### config.mk
export PLATFORM = sky130hd
export DESIGN_NAME = h2c_stream_check
export DESIGN_NICKNAME = d
export VERILOG_FILES = /design/src/h2c_pkg.sv /design/src/h2c_stream_check.sv /design/src/h2c_err_collect.sv /design/src/h2c_beat_check.sv /design/src/h2c_meta_check.sv /design/src/h2c_ready_lfsr.sv /design/src/h2c_byte_counter.sv /design/src/h2c_pkt_fsm.sv
export SDC_FILE = /design/constraint.sdc
export NUM_CORES = 1
export LEC_CHECK = 0
export BUFFER_PORTS_ARGS = -buffer_cell sky130_fd_sc_hd__clkbuf_2
export CAP_MARGIN = 20
export CORE_MARGIN = 1
export CORE_UTILIZATION = 40
export CTS_CLUSTER_SIZE = 24
export DETAILED_ROUTE_END_ITERATION = 7
export PLACE_DENSITY = 0.64
export SYNTH_ARGS = -nofsm -noshare
export SYNTH_HDL_FRONTEND = slang
export SYNTH_HIERARCHICAL = 1
export SYNTH_SLANG_ARGS = --single-unit
### constraint.sdc
create_clock -name user_clk -period 5.9 [get_ports user_clk]
set_input_delay 0.295 -clock user_clk [delete_from_list [all_inputs] [get_ports user_clk]]
set_output_delay 0.295 -clock user_clk [all_outputs]
set_load 0.01 [all_outputs]
### src/h2c_pkg.sv
/*
  Shared widths, metadata field positions, status layout and types for the H2C checker
  Data width is fixed at 128 bits, so every beat holds two 64-bit metadata copies
  BYTE_CREDIT must be a power of two for the modulo length compare
*/
package h2c_pkg;

  ////////////////////
  // Bus and metadata sizes
  localparam int DATA_W      = 128;           // Bus data width
  localparam int BYTES_W     = DATA_W / 8;    // Bytes per beat
  localparam int MTY_W       = 4;             // Empty-byte count width
  localparam int HDR_W       = 64;            // Metadata word width
  localparam int HDR_BYTES   = HDR_W / 8;     // Metadata size in bytes
  localparam int HDR_WORDS   = DATA_W / HDR_W; // Metadata copies per beat
  localparam int QID_W       = 11;
  localparam int LEN_W       = 16;
  localparam int BYTE_CREDIT = 4096;          // Descriptor size for modulo compare

  localparam logic [31:0] LFSR_SEED = 32'h1ace_b00c; // Back-pressure generator start value
  localparam int          READY_TAP = 8;             // LFSR bit that drops ready

  // Metadata field positions, after de-inversion
  localparam int BTT_LSB  = 0;   // Bytes to transfer
  localparam int IDX_LSB  = 16;  // Byte index
  localparam int CTRL_LSB = 32;  // Inversion control
  localparam int CTRL_W   = 2;
  localparam int QID_LSB  = 34;
  localparam int CRC_LSB  = 56;
  localparam int CRC_W    = 8;
  localparam int CRC_SPAN = 7;   // Metadata bits folded into one CRC bit

  ////////////////////
  // Status word bit positions
  localparam int STAT_W     = 32;
  localparam int ST_QID     = 0;
  localparam int ST_LEN     = 1;
  localparam int ST_PAR     = 2;
  localparam int ST_CRC     = 3;
  localparam int ST_PCIE    = 4;
  localparam int ST_PAT     = 5;
  localparam int ST_LEN_LSB = 16; // Received length in bits 31..16

  typedef logic [DATA_W-1:0]  data_t;
  typedef logic [BYTES_W-1:0] par_t;
  typedef logic [MTY_W-1:0]   mty_t;
  typedef logic [QID_W-1:0]   qid_t;
  typedef logic [LEN_W-1:0]   len_t;
  typedef logic [STAT_W-1:0]  stat_word_t;

  typedef struct packed {
    logic qid;
    logic len;
    logic par;
    logic crc;
    logic pcie;
    logic pat;
  } err_flags_t;

  // Valid bytes of a beat; the empty count only counts on the last beat
  function automatic len_t valid_bytes(input mty_t mty, input logic last);
    return last ? (len_t'(BYTES_W) - len_t'(mty)) : len_t'(BYTES_W);
  endfunction

endpackage
### src/h2c_stream_check.sv
/*
  Receive-side checker for the H2C DMA packet stream
  Ready is driven here, with optional random back-pressure
  stat_err_o is valid in the stat_vld_o cycle and holds until the next packet starts
*/
`timescale 1ns/1ps

module h2c_stream_check (
  input  logic                 user_clk,
  input  logic                 user_reset_n,
  input  h2c_pkg::data_t       h2c_tdata_i,
  input  h2c_pkg::par_t        h2c_dpar_i,
  input  logic                 h2c_tlast_i,
  input  logic                 h2c_tvalid_i,
  output logic                 h2c_tready_o,
  input  h2c_pkg::qid_t        h2c_tuser_qid_i,
  input  logic                 h2c_tuser_err_i,
  input  h2c_pkg::mty_t        h2c_tuser_mty_i,
  input  logic                 back_pres_i,
  output logic                 stat_vld_o,
  output h2c_pkg::stat_word_t  stat_err_o
);
  import h2c_pkg::*;

  logic       beat_acc;  // Beat accepted this cycle
  logic       sop;       // First accepted beat of a packet
  len_t       len_prev;  // Bytes before current beat
  len_t       len;       // Bytes so far, including last accepted beat
  logic       crc_err;
  logic       qid_err;
  logic       len_err;
  logic       par_err;
  logic       pat_err;
  err_flags_t beat_err;  // Per-beat results into the sticky flags

  assign beat_err.qid  = qid_err;
  assign beat_err.len  = len_err;
  assign beat_err.par  = par_err;
  assign beat_err.crc  = crc_err;
  assign beat_err.pcie = h2c_tuser_err_i; // PCIe error is not masked on short beats
  assign beat_err.pat  = pat_err;

  h2c_ready_lfsr u_ready (
    .user_clk, .user_reset_n,
    .back_pres_i (back_pres_i),
    .tready_o    (h2c_tready_o)
  );

  h2c_pkt_fsm u_fsm (
    .user_clk, .user_reset_n,
    .tvalid_i   (h2c_tvalid_i),
    .tready_i   (h2c_tready_o),
    .tlast_i    (h2c_tlast_i),
    .beat_acc_o (beat_acc),
    .sop_o      (sop),
    .stat_vld_o (stat_vld_o)
  );

  h2c_byte_counter u_cnt (
    .user_clk, .user_reset_n,
    .beat_acc_i (beat_acc), .sop_i (sop), .tlast_i (h2c_tlast_i), .mty_i (h2c_tuser_mty_i),
    .len_prev_o (len_prev), .len_o (len)
  );

  h2c_meta_check u_meta (
    .tdata_i (h2c_tdata_i), .qid_i (h2c_tuser_qid_i), .mty_i (h2c_tuser_mty_i),
    .tlast_i (h2c_tlast_i), .sop_i (sop), .len_prev_i (len_prev),
    .crc_err_o (crc_err), .qid_err_o (qid_err), .len_err_o (len_err)
  );

  h2c_beat_check u_beat (
    .tdata_i (h2c_tdata_i), .dpar_i (h2c_dpar_i), .mty_i (h2c_tuser_mty_i),
    .tlast_i (h2c_tlast_i), .par_err_o (par_err), .pat_err_o (pat_err)
  );

  h2c_err_collect u_err (
    .user_clk, .user_reset_n,
    .beat_acc_i (beat_acc), .sop_i (sop), .beat_err_i (beat_err), .len_i (len),
    .stat_err_o (stat_err_o)
  );

endmodule

### src/h2c_err_collect.sv
/*
  Sticky per-packet error flags and status word
  Flags reload on the first beat of a packet and accumulate until its last beat
  The status word holds between packets and is meant to be sampled with the strobe
*/
`timescale 1ns/1ps

module h2c_err_collect (
  input  logic                user_clk,
  input  logic                user_reset_n,
  input  logic                beat_acc_i,
  input  logic                sop_i,
  input  h2c_pkg::err_flags_t beat_err_i,  // This beat's check results
  input  h2c_pkg::len_t       len_i,       // Bytes received so far
  output h2c_pkg::stat_word_t stat_err_o
);
  import h2c_pkg::*;

  err_flags_t flags_q;  // Sticky flags for the current packet

  always_ff @(posedge user_clk) begin
    if (!user_reset_n) begin
      flags_q <= '0;
    end else if (beat_acc_i) begin
      if (sop_i) begin
        flags_q <= beat_err_i;            // Fresh packet
      end else begin
        flags_q <= flags_q | beat_err_i;  // Hold any earlier error
      end
    end
  end

  ////////////////////
  // Status word
  always_comb begin
    stat_err_o                       = '0;  // Reserved bits stay clear
    stat_err_o[ST_QID]               = flags_q.qid;
    stat_err_o[ST_LEN]               = flags_q.len;
    stat_err_o[ST_PAR]               = flags_q.par;
    stat_err_o[ST_CRC]               = flags_q.crc;
    stat_err_o[ST_PCIE]              = flags_q.pcie;
    stat_err_o[ST_PAT]               = flags_q.pat;
    stat_err_o[ST_LEN_LSB +: LEN_W]  = len_i;  // Received length
  end

endmodule

### src/h2c_beat_check.sv
/*
  Per-beat byte parity and repeating-pattern checks
  Parity is odd per byte and is skipped on beats shorter than the metadata
  Empty bytes are filled from the matching lower-word byte before the pattern compare
*/
`timescale 1ns/1ps

module h2c_beat_check (
  input  h2c_pkg::data_t tdata_i,
  input  h2c_pkg::par_t  dpar_i,   // Received parity, one bit per byte
  input  h2c_pkg::mty_t  mty_i,
  input  logic           tlast_i,
  output logic           par_err_o,
  output logic           pat_err_o
);
  import h2c_pkg::*;

  par_t             exp_par;   // Parity computed from data
  data_t            filled;    // Data with empty bytes patched
  logic [HDR_W-1:0] word_or;   // OR of all 64-bit words
  len_t             vbytes;
  logic             short_beat;

  assign vbytes     = valid_bytes(mty_i, tlast_i);
  assign short_beat = vbytes < len_t'(HDR_BYTES);

  ////////////////////
  // Per-byte parity and fill
  for (genvar b = 0; b < BYTES_W; b++) begin : g_byte
    assign exp_par[b] = ~^tdata_i[8*b +: 8];
  end

  assign filled[HDR_W-1:0] = tdata_i[HDR_W-1:0];  // An empty lower byte fills from itself
  for (genvar b = HDR_BYTES; b < BYTES_W; b++) begin : g_fill
    assign filled[8*b +: 8] = (len_t'(b) < vbytes) ? tdata_i[8*b +: 8]
                                                   : tdata_i[8*(b % HDR_BYTES) +: 8];
  end

  assign par_err_o = !short_beat && (dpar_i != exp_par);

  // Every word must repeat the lower one, so the OR of all words equals it
  always_comb begin
    word_or = filled[HDR_W-1:0];
    for (int w = 1; w < HDR_WORDS; w++) begin
      word_or = word_or | filled[w*HDR_W +: HDR_W];
    end
  end

  assign pat_err_o = (word_or != filled[HDR_W-1:0]);

endmodule

### src/h2c_meta_check.sv
/*
  Per-beat metadata decode with CRC, queue ID and length checks
  Metadata is the low 64 bits of the beat, inverted as a whole when the control field is set
  Beats with fewer than 8 valid bytes carry no usable metadata and raise no error here
  The length check covers one descriptor of BYTE_CREDIT bytes only
*/
`timescale 1ns/1ps

module h2c_meta_check (
  input  h2c_pkg::data_t tdata_i,
  input  h2c_pkg::qid_t  qid_i,       // Queue ID from tuser
  input  h2c_pkg::mty_t  mty_i,
  input  logic           tlast_i,
  input  logic           sop_i,
  input  h2c_pkg::len_t  len_prev_i,  // Bytes before this beat
  output logic           crc_err_o,
  output logic           qid_err_o,
  output logic           len_err_o
);
  import h2c_pkg::*;

  logic [HDR_W-1:0] meta_raw;  // Metadata as received
  logic [HDR_W-1:0] meta;      // After de-inversion
  logic [CRC_W-1:0] exp_crc;   // CRC computed from metadata
  len_t             btt;       // Bytes to transfer
  len_t             byte_idx;  // Byte index of this beat
  len_t             vbytes;    // Valid bytes in this beat
  logic             short_beat;
  logic             len_bad;   // Length rule before short-beat masking

  assign meta_raw = tdata_i[HDR_W-1:0];
  assign meta     = (meta_raw[CTRL_LSB +: CTRL_W] != '0) ? ~meta_raw : meta_raw;
  assign btt      = meta[BTT_LSB +: LEN_W];
  assign byte_idx = meta[IDX_LSB +: LEN_W];

  // Each CRC bit folds seven metadata bits
  for (genvar c = 0; c < CRC_W; c++) begin : g_crc
    assign exp_crc[c] = ^meta[c*CRC_SPAN +: CRC_SPAN];
  end

  assign vbytes     = valid_bytes(mty_i, tlast_i);
  assign short_beat = vbytes < len_t'(HDR_BYTES);  // Metadata cut short

  ////////////////////
  // Length bookkeeping
  always_comb begin
    if (sop_i && tlast_i) begin
      len_bad = (btt != vbytes);                    // Single-beat packet
    end else if (sop_i) begin
      len_bad = 1'b0;                               // First of several beats
    end else if (tlast_i) begin
      len_bad = (vbytes != (btt - byte_idx));       // Remainder must match
    end else begin
      len_bad = (len_t'(len_prev_i % BYTE_CREDIT) != len_t'(byte_idx % BYTE_CREDIT));
    end
  end

  assign crc_err_o = !short_beat && (meta[CRC_LSB +: CRC_W] != exp_crc);
  assign qid_err_o = !short_beat && (meta[QID_LSB +: QID_W] != qid_i);
  assign len_err_o = !short_beat && len_bad;

endmodule

### src/h2c_ready_lfsr.sv
/*
  Ready generator with optional random back-pressure
  Ready is registered and low in reset
  With back-pressure on, ready drops for a cycle whenever the LFSR tap bit is set
*/
`timescale 1ns/1ps

module h2c_ready_lfsr (
  input  logic user_clk,
  input  logic user_reset_n,
  input  logic back_pres_i,  // Enables random ready drops
  output logic tready_o
);
  import h2c_pkg::*;

  logic [31:0] lfsr_q;
  logic [31:0] lfsr_d;

  ////////////////////
  // Shift with taps
  always_comb begin
    lfsr_d[0] = lfsr_q[31];              // Wrap around
    lfsr_d[1] = lfsr_q[0] ^ lfsr_q[31];  // Feedback tap
    for (int i = 2; i <= 6; i++) begin
      lfsr_d[i] = lfsr_q[i-1] ^ lfsr_q[0];
    end
    for (int i = 7; i <= 15; i++) begin
      lfsr_d[i] = lfsr_q[i-1];           // Plain shift
    end
    for (int i = 16; i <= 23; i++) begin
      lfsr_d[i] = lfsr_q[i-1] ^ lfsr_q[1];
    end
    lfsr_d[24] = lfsr_q[23];
    lfsr_d[25] = lfsr_q[24];
    for (int i = 26; i <= 31; i++) begin
      lfsr_d[i] = ~lfsr_q[i-1];          // Inverting stages keep it from locking at zero
    end
  end

  always_ff @(posedge user_clk) begin
    if (!user_reset_n) begin
      lfsr_q   <= LFSR_SEED;
      tready_o <= 1'b0;
    end else begin
      lfsr_q   <= lfsr_d;
      tready_o <= !(back_pres_i && lfsr_q[READY_TAP]);  // High every cycle without back-pressure
    end
  end

endmodule

### src/h2c_byte_counter.sv
/*
  Byte count of the current packet
  Only the last beat may be partial, so earlier beats always add 16 bytes
*/
`timescale 1ns/1ps

module h2c_byte_counter (
  input  logic          user_clk,
  input  logic          user_reset_n,
  input  logic          beat_acc_i,
  input  logic          sop_i,
  input  logic          tlast_i,
  input  h2c_pkg::mty_t mty_i,
  output h2c_pkg::len_t len_prev_o,  // Count before this beat
  output h2c_pkg::len_t len_o        // Count through last accepted beat
);
  import h2c_pkg::*;

  len_t len_q;
  len_t beat_bytes;  // Valid bytes in the current beat

  assign beat_bytes = valid_bytes(mty_i, tlast_i);
  assign len_prev_o = sop_i ? '0 : len_q;  // New packet has nothing before it
  assign len_o      = len_q;

  always_ff @(posedge user_clk) begin
    if (!user_reset_n) begin
      len_q <= '0;
    end else if (beat_acc_i) begin
      len_q <= len_prev_o + beat_bytes;  // Restarts on sop, accumulates otherwise
    end
  end

endmodule

### src/h2c_pkt_fsm.sv
/*
  Packet boundary tracking on the valid/ready/last bus
  A single-beat packet is both start and end and leaves the FSM in IDLE
  stat_vld_o pulses one cycle after the edge that accepts a last beat
*/
`timescale 1ns/1ps

module h2c_pkt_fsm (
  input  logic user_clk,
  input  logic user_reset_n,
  input  logic tvalid_i,
  input  logic tready_i,
  input  logic tlast_i,
  output logic beat_acc_o,  // Valid and ready both high
  output logic sop_o,       // Accepted beat while idle
  output logic stat_vld_o   // Status strobe
);

  typedef enum logic {
    IDLE,  // Waiting for first beat
    BUSY   // Between first and last beat
  } state_t;

  state_t state_q;
  state_t state_d;
  logic   eop;  // Accepted last beat

  assign beat_acc_o = tvalid_i & tready_i;
  assign sop_o      = beat_acc_o & (state_q == IDLE);
  assign eop        = beat_acc_o & tlast_i;

  ////////////////////
  // Next state
  always_comb begin
    state_d = state_q;
    case (state_q)
      IDLE: begin
        if (sop_o && !tlast_i) state_d = BUSY; // Multi-beat packet opens
      end
      BUSY: begin
        if (eop) state_d = IDLE;
      end
      default: state_d = IDLE;
    endcase
  end

  always_ff @(posedge user_clk) begin
    if (!user_reset_n) begin
      state_q    <= IDLE;
      stat_vld_o <= 1'b0;
    end else begin
      state_q    <= state_d;
      stat_vld_o <= eop;  // One cycle, right after the last beat
    end
  end

endmodule

==> results.ini, run 1 <==
[floorplan]
die_area_mm2 = 0.0188
ios = 199
die_x_um = 137
num_rows = 49
fp.dieH_um = 137
core_area_mm2 = 0.0179
start_util = 0.408

[final_layout]
multi_input_area_mm2 = 0.00549
diodes = 0
nets = 1256
seq_area_mm2 = 0.00114
syn_to_final_growth_pct = 16.8
layout-drive-gt1-share = 0.239
fillers = 1838

[detailed_routing]
route.vias.total = 6905
first_pass_iters = 6
antenna_left = 0
drtIter0Drc = 445
routedWlPerCell_um = 16.9
vias_per_cell = 5.25
drcViolationCount = 0
drt_wl_total_um = 22100

[sta]
finalMaxSlewViolations = 0
fin_setup_tns_ns = 0
slew_headroom = 0.569
skew_ns = 0.00691
finalHoldViolCount = 0
rsz0062_at_grt = no
tightestPinTransition_ns = 0.641
min_period_ns = 3.30
max_freq_ghz = 0.303
post-route-period-util = 0.559
finalSetupViolCount = 0

[synth]
syn-mean-instance-area_um2 = 7.88
syn-cell-area_mm2 = 0.00730
yosysWarnings = 6
synth_cells = 926

[setup_path]
cp-start-kind = primary input
cp_cell_sequence = clkbuf_2 -> inv_1 -> ha_1 -> inv_1 -> mux2i_1 -> ha_1 -> inv_1 -> maj3_1 -> o2111ai_2 -> nand3_2 -> o21a_1 -> o41ai_4 -> o211ai_1 -> a2111oi_2 -> a31oi_1 -> nand3_1 -> o21ai_2
path_common_cell = inv_1
crit_slowest_cell = inv_1
path_class = primary input to flip-flop
arrival_ns = 3.51
path_max_fanout = 13
r2r_end = u_cnt/len_o[10]
r2r_setup_slack_ns = 2.91
r2r_start = u_ready/tready_o
cpPeakStageDelay_ns = 0.40
rr_worst_depth = 12
worstSetupEndpointType = flip-flop
required_ns = 6.11
path_buf_inv = 4
cpLargestDelayFamily = compound AO/OA/AOI/OAI gates

[job]
maxCapViolations = 0

[global_route]
grt.total_usage = 0.240
grt_pass1_vias = 6658
antenna_found_initial = 0
grt_overflow = 0
grt_max_degree = 60
grt_pass1_wl_um = 34800

[power_and_ir_drop]
pwr-share-clk = 0.331
pwr-share-comb = 0.418
p_leak_nw = 3.65
power_mw = 1.68
power.share.sequential = 0.252
internal-power_mw = 1.10
p_sw_mw = 0.576
powerDensity_mw_per_mm2 = 197
ir_drop_mv = 0.240
p_sw_frac = 0.344

[clock_network]
post_cts.repair.setup_buffers = 0
cts_tree = done
cts_made_buffers = 9
post_cts_resized = 0
htree_levels = 3
clock_sinks = 57
clkTransAtPathRegs_ns = 0.06
insertion_delay_ns = 0.32
root_buffer = clkbuf_16
cts_hold_buffers = 0
clockBufferDepth = 2

[placed_design]
dp_hpwl_um = 18000
gp_congestion = 1.00
portBuffers = 188

[hold_path]
min_path_type = primary input to flip-flop
min_from = back_pres_i
holdPathStages = 2
min_to = u_ready/tready_o

[outcome]
outcome = finished, final reports clean

## state kept, by name, indices dropped and copies added, names as in the netlist, named ones only
name	flops
u_cnt/len_o	16
u_err/stat_err_o	6
u_fsm/stat_vld_o	1
u_ready/lfsr_q	32
u_ready/tready_o	1
## placed cells by master, fill, tap and decap left out, drive strengths merged, types with 7 or more instances in the layout
| cell type | count |
|---|---|
| clkbuf | 197 |
| nand3 | 21 |
| and2 | 25 |
| a31oi | 7 |
| xor2 | 45 |
| nor2b | 44 |
| nand2b | 25 |
| a21boi | 7 |
| ha | 10 |
| nor3 | 18 |
| maj3 | 8 |
| mux2i | 9 |
| dfxtp | 57 |
| nor2 | 27 |
| xnor2 | 197 |
| nor4 | 12 |
| inv | 85 |
| o22ai | 30 |
| conb | 10 |
| a21oi | 20 |
| o211ai | 11 |
| nand2 | 64 |
| nand4 | 12 |
| a211oi | 9 |
| o21ai | 24 |
## cell type report
class | instances | area share
Inverter | 84 | 0.0370
Multi-Input combinational cell | 737 | 0.644
Tap cell | 229 | 0.0336
Clock inverter | 7 | 0.0122
Sequential cell | 57 | 0.134
Timing Repair Buffer | 191 | 0.113
Clock buffer | 9 | 0.0264
## power groups by stage
| stage | Combinational (mW) | Sequential (mW) | Clock, mW |
|---|---|---|---|
| 4_1_cts | 0.697 | 0.422 | 0.568 |
| 3_3_place_gp | 0.692 | 0.430 | 0 |
| 3_5_place_dp | 0.692 | 0.430 | 0 |
| 6_report | 0.700 | 0.422 | 0.554 |
| 2_1_floorplan | 0.492 | 0.427 | 0 |
| 5_1_grt | 0.761 | 0.425 | 0.583 |
## worst register-to-register path: cells and delay by family, from the launching register on
kind | cells | cell delay (ns)
adders and majority gates | 2 | 0.47
AOI/OAI and AO/OA | 3 | 0.74
and+or+nand+nor | 5 | 0.97
DFF | 1 | 0.34
buffers and inverters | 2 | 0.35
## routing by layer
layer	up-vias	track usage	wire length [µm]
met4	0	0.0714	468
met2	227	0.390	10200
met1	3203	0.314	10000
li1	3438	-	-
met3	37	0.0519	1420
met5	-	0	0
## metrics by stage
step	cells	util	hold WS [ns]	instance area (µm²)	setup slack (ns)
2_1_floorplan	935	-	0.343	7330	2.67
3_3_place_gp	1298	0.458	0.353	8200	2.34
3_5_place_dp	1298	0.458	0.350	8200	2.27
4_1_cts	1314	0.476	0.136	8530	2.59
5_1_grt	1314	0.476	0.167	8530	2.37
6_report	1314	0.476	0.145	8530	2.60
## worst max path at each step
| stage | to | depth (start not counted) | from | slack [ns] |
|---|---|---|---|---|
| 4_1_cts | u_err/stat_err_o[1] | 17 | h2c_tdata_i[32] | 2.59 |
| 6_report | u_err/stat_err_o[1] | 17 | h2c_tdata_i[32] | 2.60 |
| 2_1_floorplan | u_err/stat_err_o[1] | 18 | h2c_tdata_i[32] | 2.67 |
| 3_5_place_dp | u_err/stat_err_o[1] | 17 | h2c_tdata_i[32] | 2.27 |
| 3_3_place_gp | u_err/stat_err_o[1] | 17 | h2c_tdata_i[32] | 2.34 |
| 5_1_grt | u_err/stat_err_o[1] | 17 | h2c_tdata_i[32] | 2.37 |
(Power assumes the default switching activity.)
==> run 2, diff against run 1 <==
- PLACE_DENSITY: 0.64 -> 0.66
- clock period: 5.9 -> 2.9 ns (I/O delays scaled with it)
==> run 2 against run 1 <==
Effect of this change: clock power grew 84%; utilization grew 1.8 points; critical path depth shrank 2; via count grew 3.3%; flip-flop and latch count is the same; final area grew 3.7%; global-route usage grew 1.1 points; critical endpoint unchanged.
==> results.ini, run 2 (synthesis gave the netlist of run 1 again) <==
[outcome]
outcome = finished, final reports clean  ; unchanged

[sta]
min_period_ns = 2.69
rsz0062_at_grt = no  ; unchanged
fin_setup_tns_ns = 0  ; unchanged
tightestPinTransition_ns = 0.495  ; was 0.641 ns
slew_headroom = 0.669  ; was 0.569
finalSetupViolCount = 0  ; unchanged
holdWs_ns = 0.0640  ; was 0.145 ns
skew_ns = 0.00528  ; was 0.00691 ns
max_freq_ghz = 0.372
post-route-period-util = 0.928
finalHoldViolCount = 0  ; unchanged
setup_slack_ns = 0.210  ; was 2.60 ns
finalMaxSlewViolations = 0  ; unchanged

[global_route]
antenna_found_initial = 0  ; unchanged
use_met2 = 0.420  ; was 0.390
grt-busiest-layer = met2  ; unchanged
grtUsageMet3 = 0.0396  ; was 0.0519
grt_overflow = 0  ; unchanged
grt_use_met1 = 0.330  ; was 0.314
grt.total_usage = 0.251  ; was 0.240
grt_max_degree = 59  ; was 60
grt_pass1_vias = 6865  ; was 6658
grt_pass1_wl_um = 36300  ; was 34800 µm

[hold_path]
min_path_type = primary input to flip-flop  ; unchanged

[detailed_routing]
drt_wl_total_um = 23300  ; was 22100 µm
antenna_left = 0  ; unchanged
vias_per_cell = 5.26  ; was 5.25
routedWlPerCell_um = 17.2  ; was 16.9 µm
route.vias.total = 7132  ; was 6905
drtIter0Drc = 539  ; was 445
first_pass_iters = 5  ; was 6
drcViolationCount = 0  ; unchanged

[power_and_ir_drop]
ir_drop_mv = 0.416  ; was 0.240 mV
p_leak_nw = 3.84  ; was 3.65 nW
powerDensity_mw_per_mm2 = 383  ; was 197 mW/mm²
power_mw = 3.38  ; was 1.68 mW

[job]
maxCapViolations = 0  ; unchanged

[final_layout]
layout_commonest_cell = xnor2_1  ; unchanged
syn_to_final_growth_pct = 21.2  ; was 16.8%
nets = 1299  ; was 1256
multi_input_area_mm2 = 0.00550  ; was 0.00549 mm²
mostFrequentLayoutCells = xnor2_1 (197), clkbuf_2 (188), inv_1 (80), nand2_1 (64), dfxtp_1 (57)  ; was xnor2_1 (197), clkbuf_2 (188), inv_1 (81), nand2_1 (64), dfxtp_1 (57)
fillers = 1820  ; was 1838
largest_register_ffs = 32  ; unchanged
layout-drive-gt1-share = 0.270  ; was 0.239
diodes = 0  ; unchanged
seq_area_mm2 = 0.00114  ; unchanged
largest-register = u_ready/lfsr_q  ; unchanged
final_area_mm2 = 0.00885  ; was 0.00853 mm²

[floorplan]
core_area_mm2 = 0.0179  ; unchanged
die_area_mm2 = 0.0188  ; unchanged
start_util = 0.408  ; unchanged
num_rows = 49  ; unchanged
ios = 199  ; unchanged
fp.dieH_um = 137  ; unchanged
die_x_um = 137  ; unchanged

[placed_design]
dp_hpwl_um = 19400  ; was 18000 µm
gp_congestion = 0.935  ; was 1.00
portBuffers = 188  ; unchanged
pre_cts_ws_ns = -0.112  ; was 2.27 ns
post_dp_cell_area_mm2 = 0.00854  ; was 0.00820 mm²

[clock_network]
clockBufferDepth = 2  ; unchanged
cts_made_buffers = 9  ; unchanged
post_cts.repair.setup_buffers = 0  ; unchanged
clkTransAtPathRegs_ns = 0.05  ; was 0.06 ns
htree_levels = 3  ; unchanged
insertion_delay_ns = 0.31  ; was 0.32 ns
root_buffer = clkbuf_16  ; unchanged
clock_sinks = 57  ; unchanged
cts_tree = done  ; unchanged

[setup_path]
arrival_ns = 2.90  ; was 3.51 ns
required_ns = 3.11  ; was 6.11 ns
path_max_fanout = 23  ; was 13
cp-start-kind = primary input  ; unchanged
path_class = primary input to flip-flop  ; unchanged
worstSetupEndpointType = flip-flop  ; unchanged

[run 2: cell count changes in the layout (fill, tap and decap cells not counted), moves of 2 or more]
| cell | previous run | this run |
|---|---|---|
| buf_4 | 3 | 44 |
| clkinv_2 | 0 | 2 |
| clkinv_4 | 4 | 0 |
| clkinvlp_4 | 0 | 2 |
| ha_1 | 10 | 8 |
| ha_2 | 0 | 2 |
[run 2: timing repair]
| action | CTS | global route |
|---|---|---|
| hold buffers | 0 | 1 |
| gates resized for setup | 0 | 0 |
| endpoints found under the hold margin | 0 | 1 |
[run 2: metal layers]
metal  up-vias  part of all wire
met5         -                 0
li1       3526                 -
met1      3357              0.46
met2       218              0.46
met4         0             0.022
met3        31             0.058
[run 2: cell type report]
cell class / instances / area share
flip-flops and latches: 57 / 0.129
multi-input cells: 737 / 0.622
clock inverters: 5 / 0.00622
inverters: 84 / 0.0359
clock buffers: 11 / 0.0274
well taps: 229 / 0.0324
repair buffers: 234 / 0.147
[run 2: final timing paths]
path,start,end,slack (ns),cells past startpoint
setup / recovery,h2c_tdata_i[32],u_err/stat_err_o[1],0.21,15
hold / removal,h2c_tuser_err_i,u_err/stat_err_o[4],0.06,3
setup reg to reg,u_ready/tready_o,u_cnt/len_o[10],0.23,11
hold reg to reg,u_ready/lfsr_q[26],u_ready/lfsr_q[27],0.36,1
[run 2: through the flow]
| step | cells | utilization |
|---|---|---|
| after floorplan | 935 | - |
| after global placement | 1340 | 0.477 |
| after detailed placement | 1340 | 0.477 |
| after CTS | 1356 | 0.494 |
| after global routing | 1357 | 0.494 |
| final | 1357 | 0.494 |
[run 2: worst max-delay path, cell delays in order]
cell,delay [ns]
clkbuf_2,0.09
inv_1,0.05
ha_2,0.23
buf_4,0.32
buf_4,0.30
o211a_1,0.17
a21oi_1,0.06
a221oi_1,0.31
nand4_1,0.14
a2111oi_0,0.36
nand4_1,0.18
a2111oi_2,0.23
a31oi_1,0.13
nand3_1,0.10
o21ai_2,0.06
[run 2: report_power, final]
part / internal [mW] / leakage, nW / switching (mW)
logic: 0.700 / 3.23 / 0.803
registers: 0.833 / 0.469 / 0.0263
clock network: 0.683 / 0.142 / 0.339
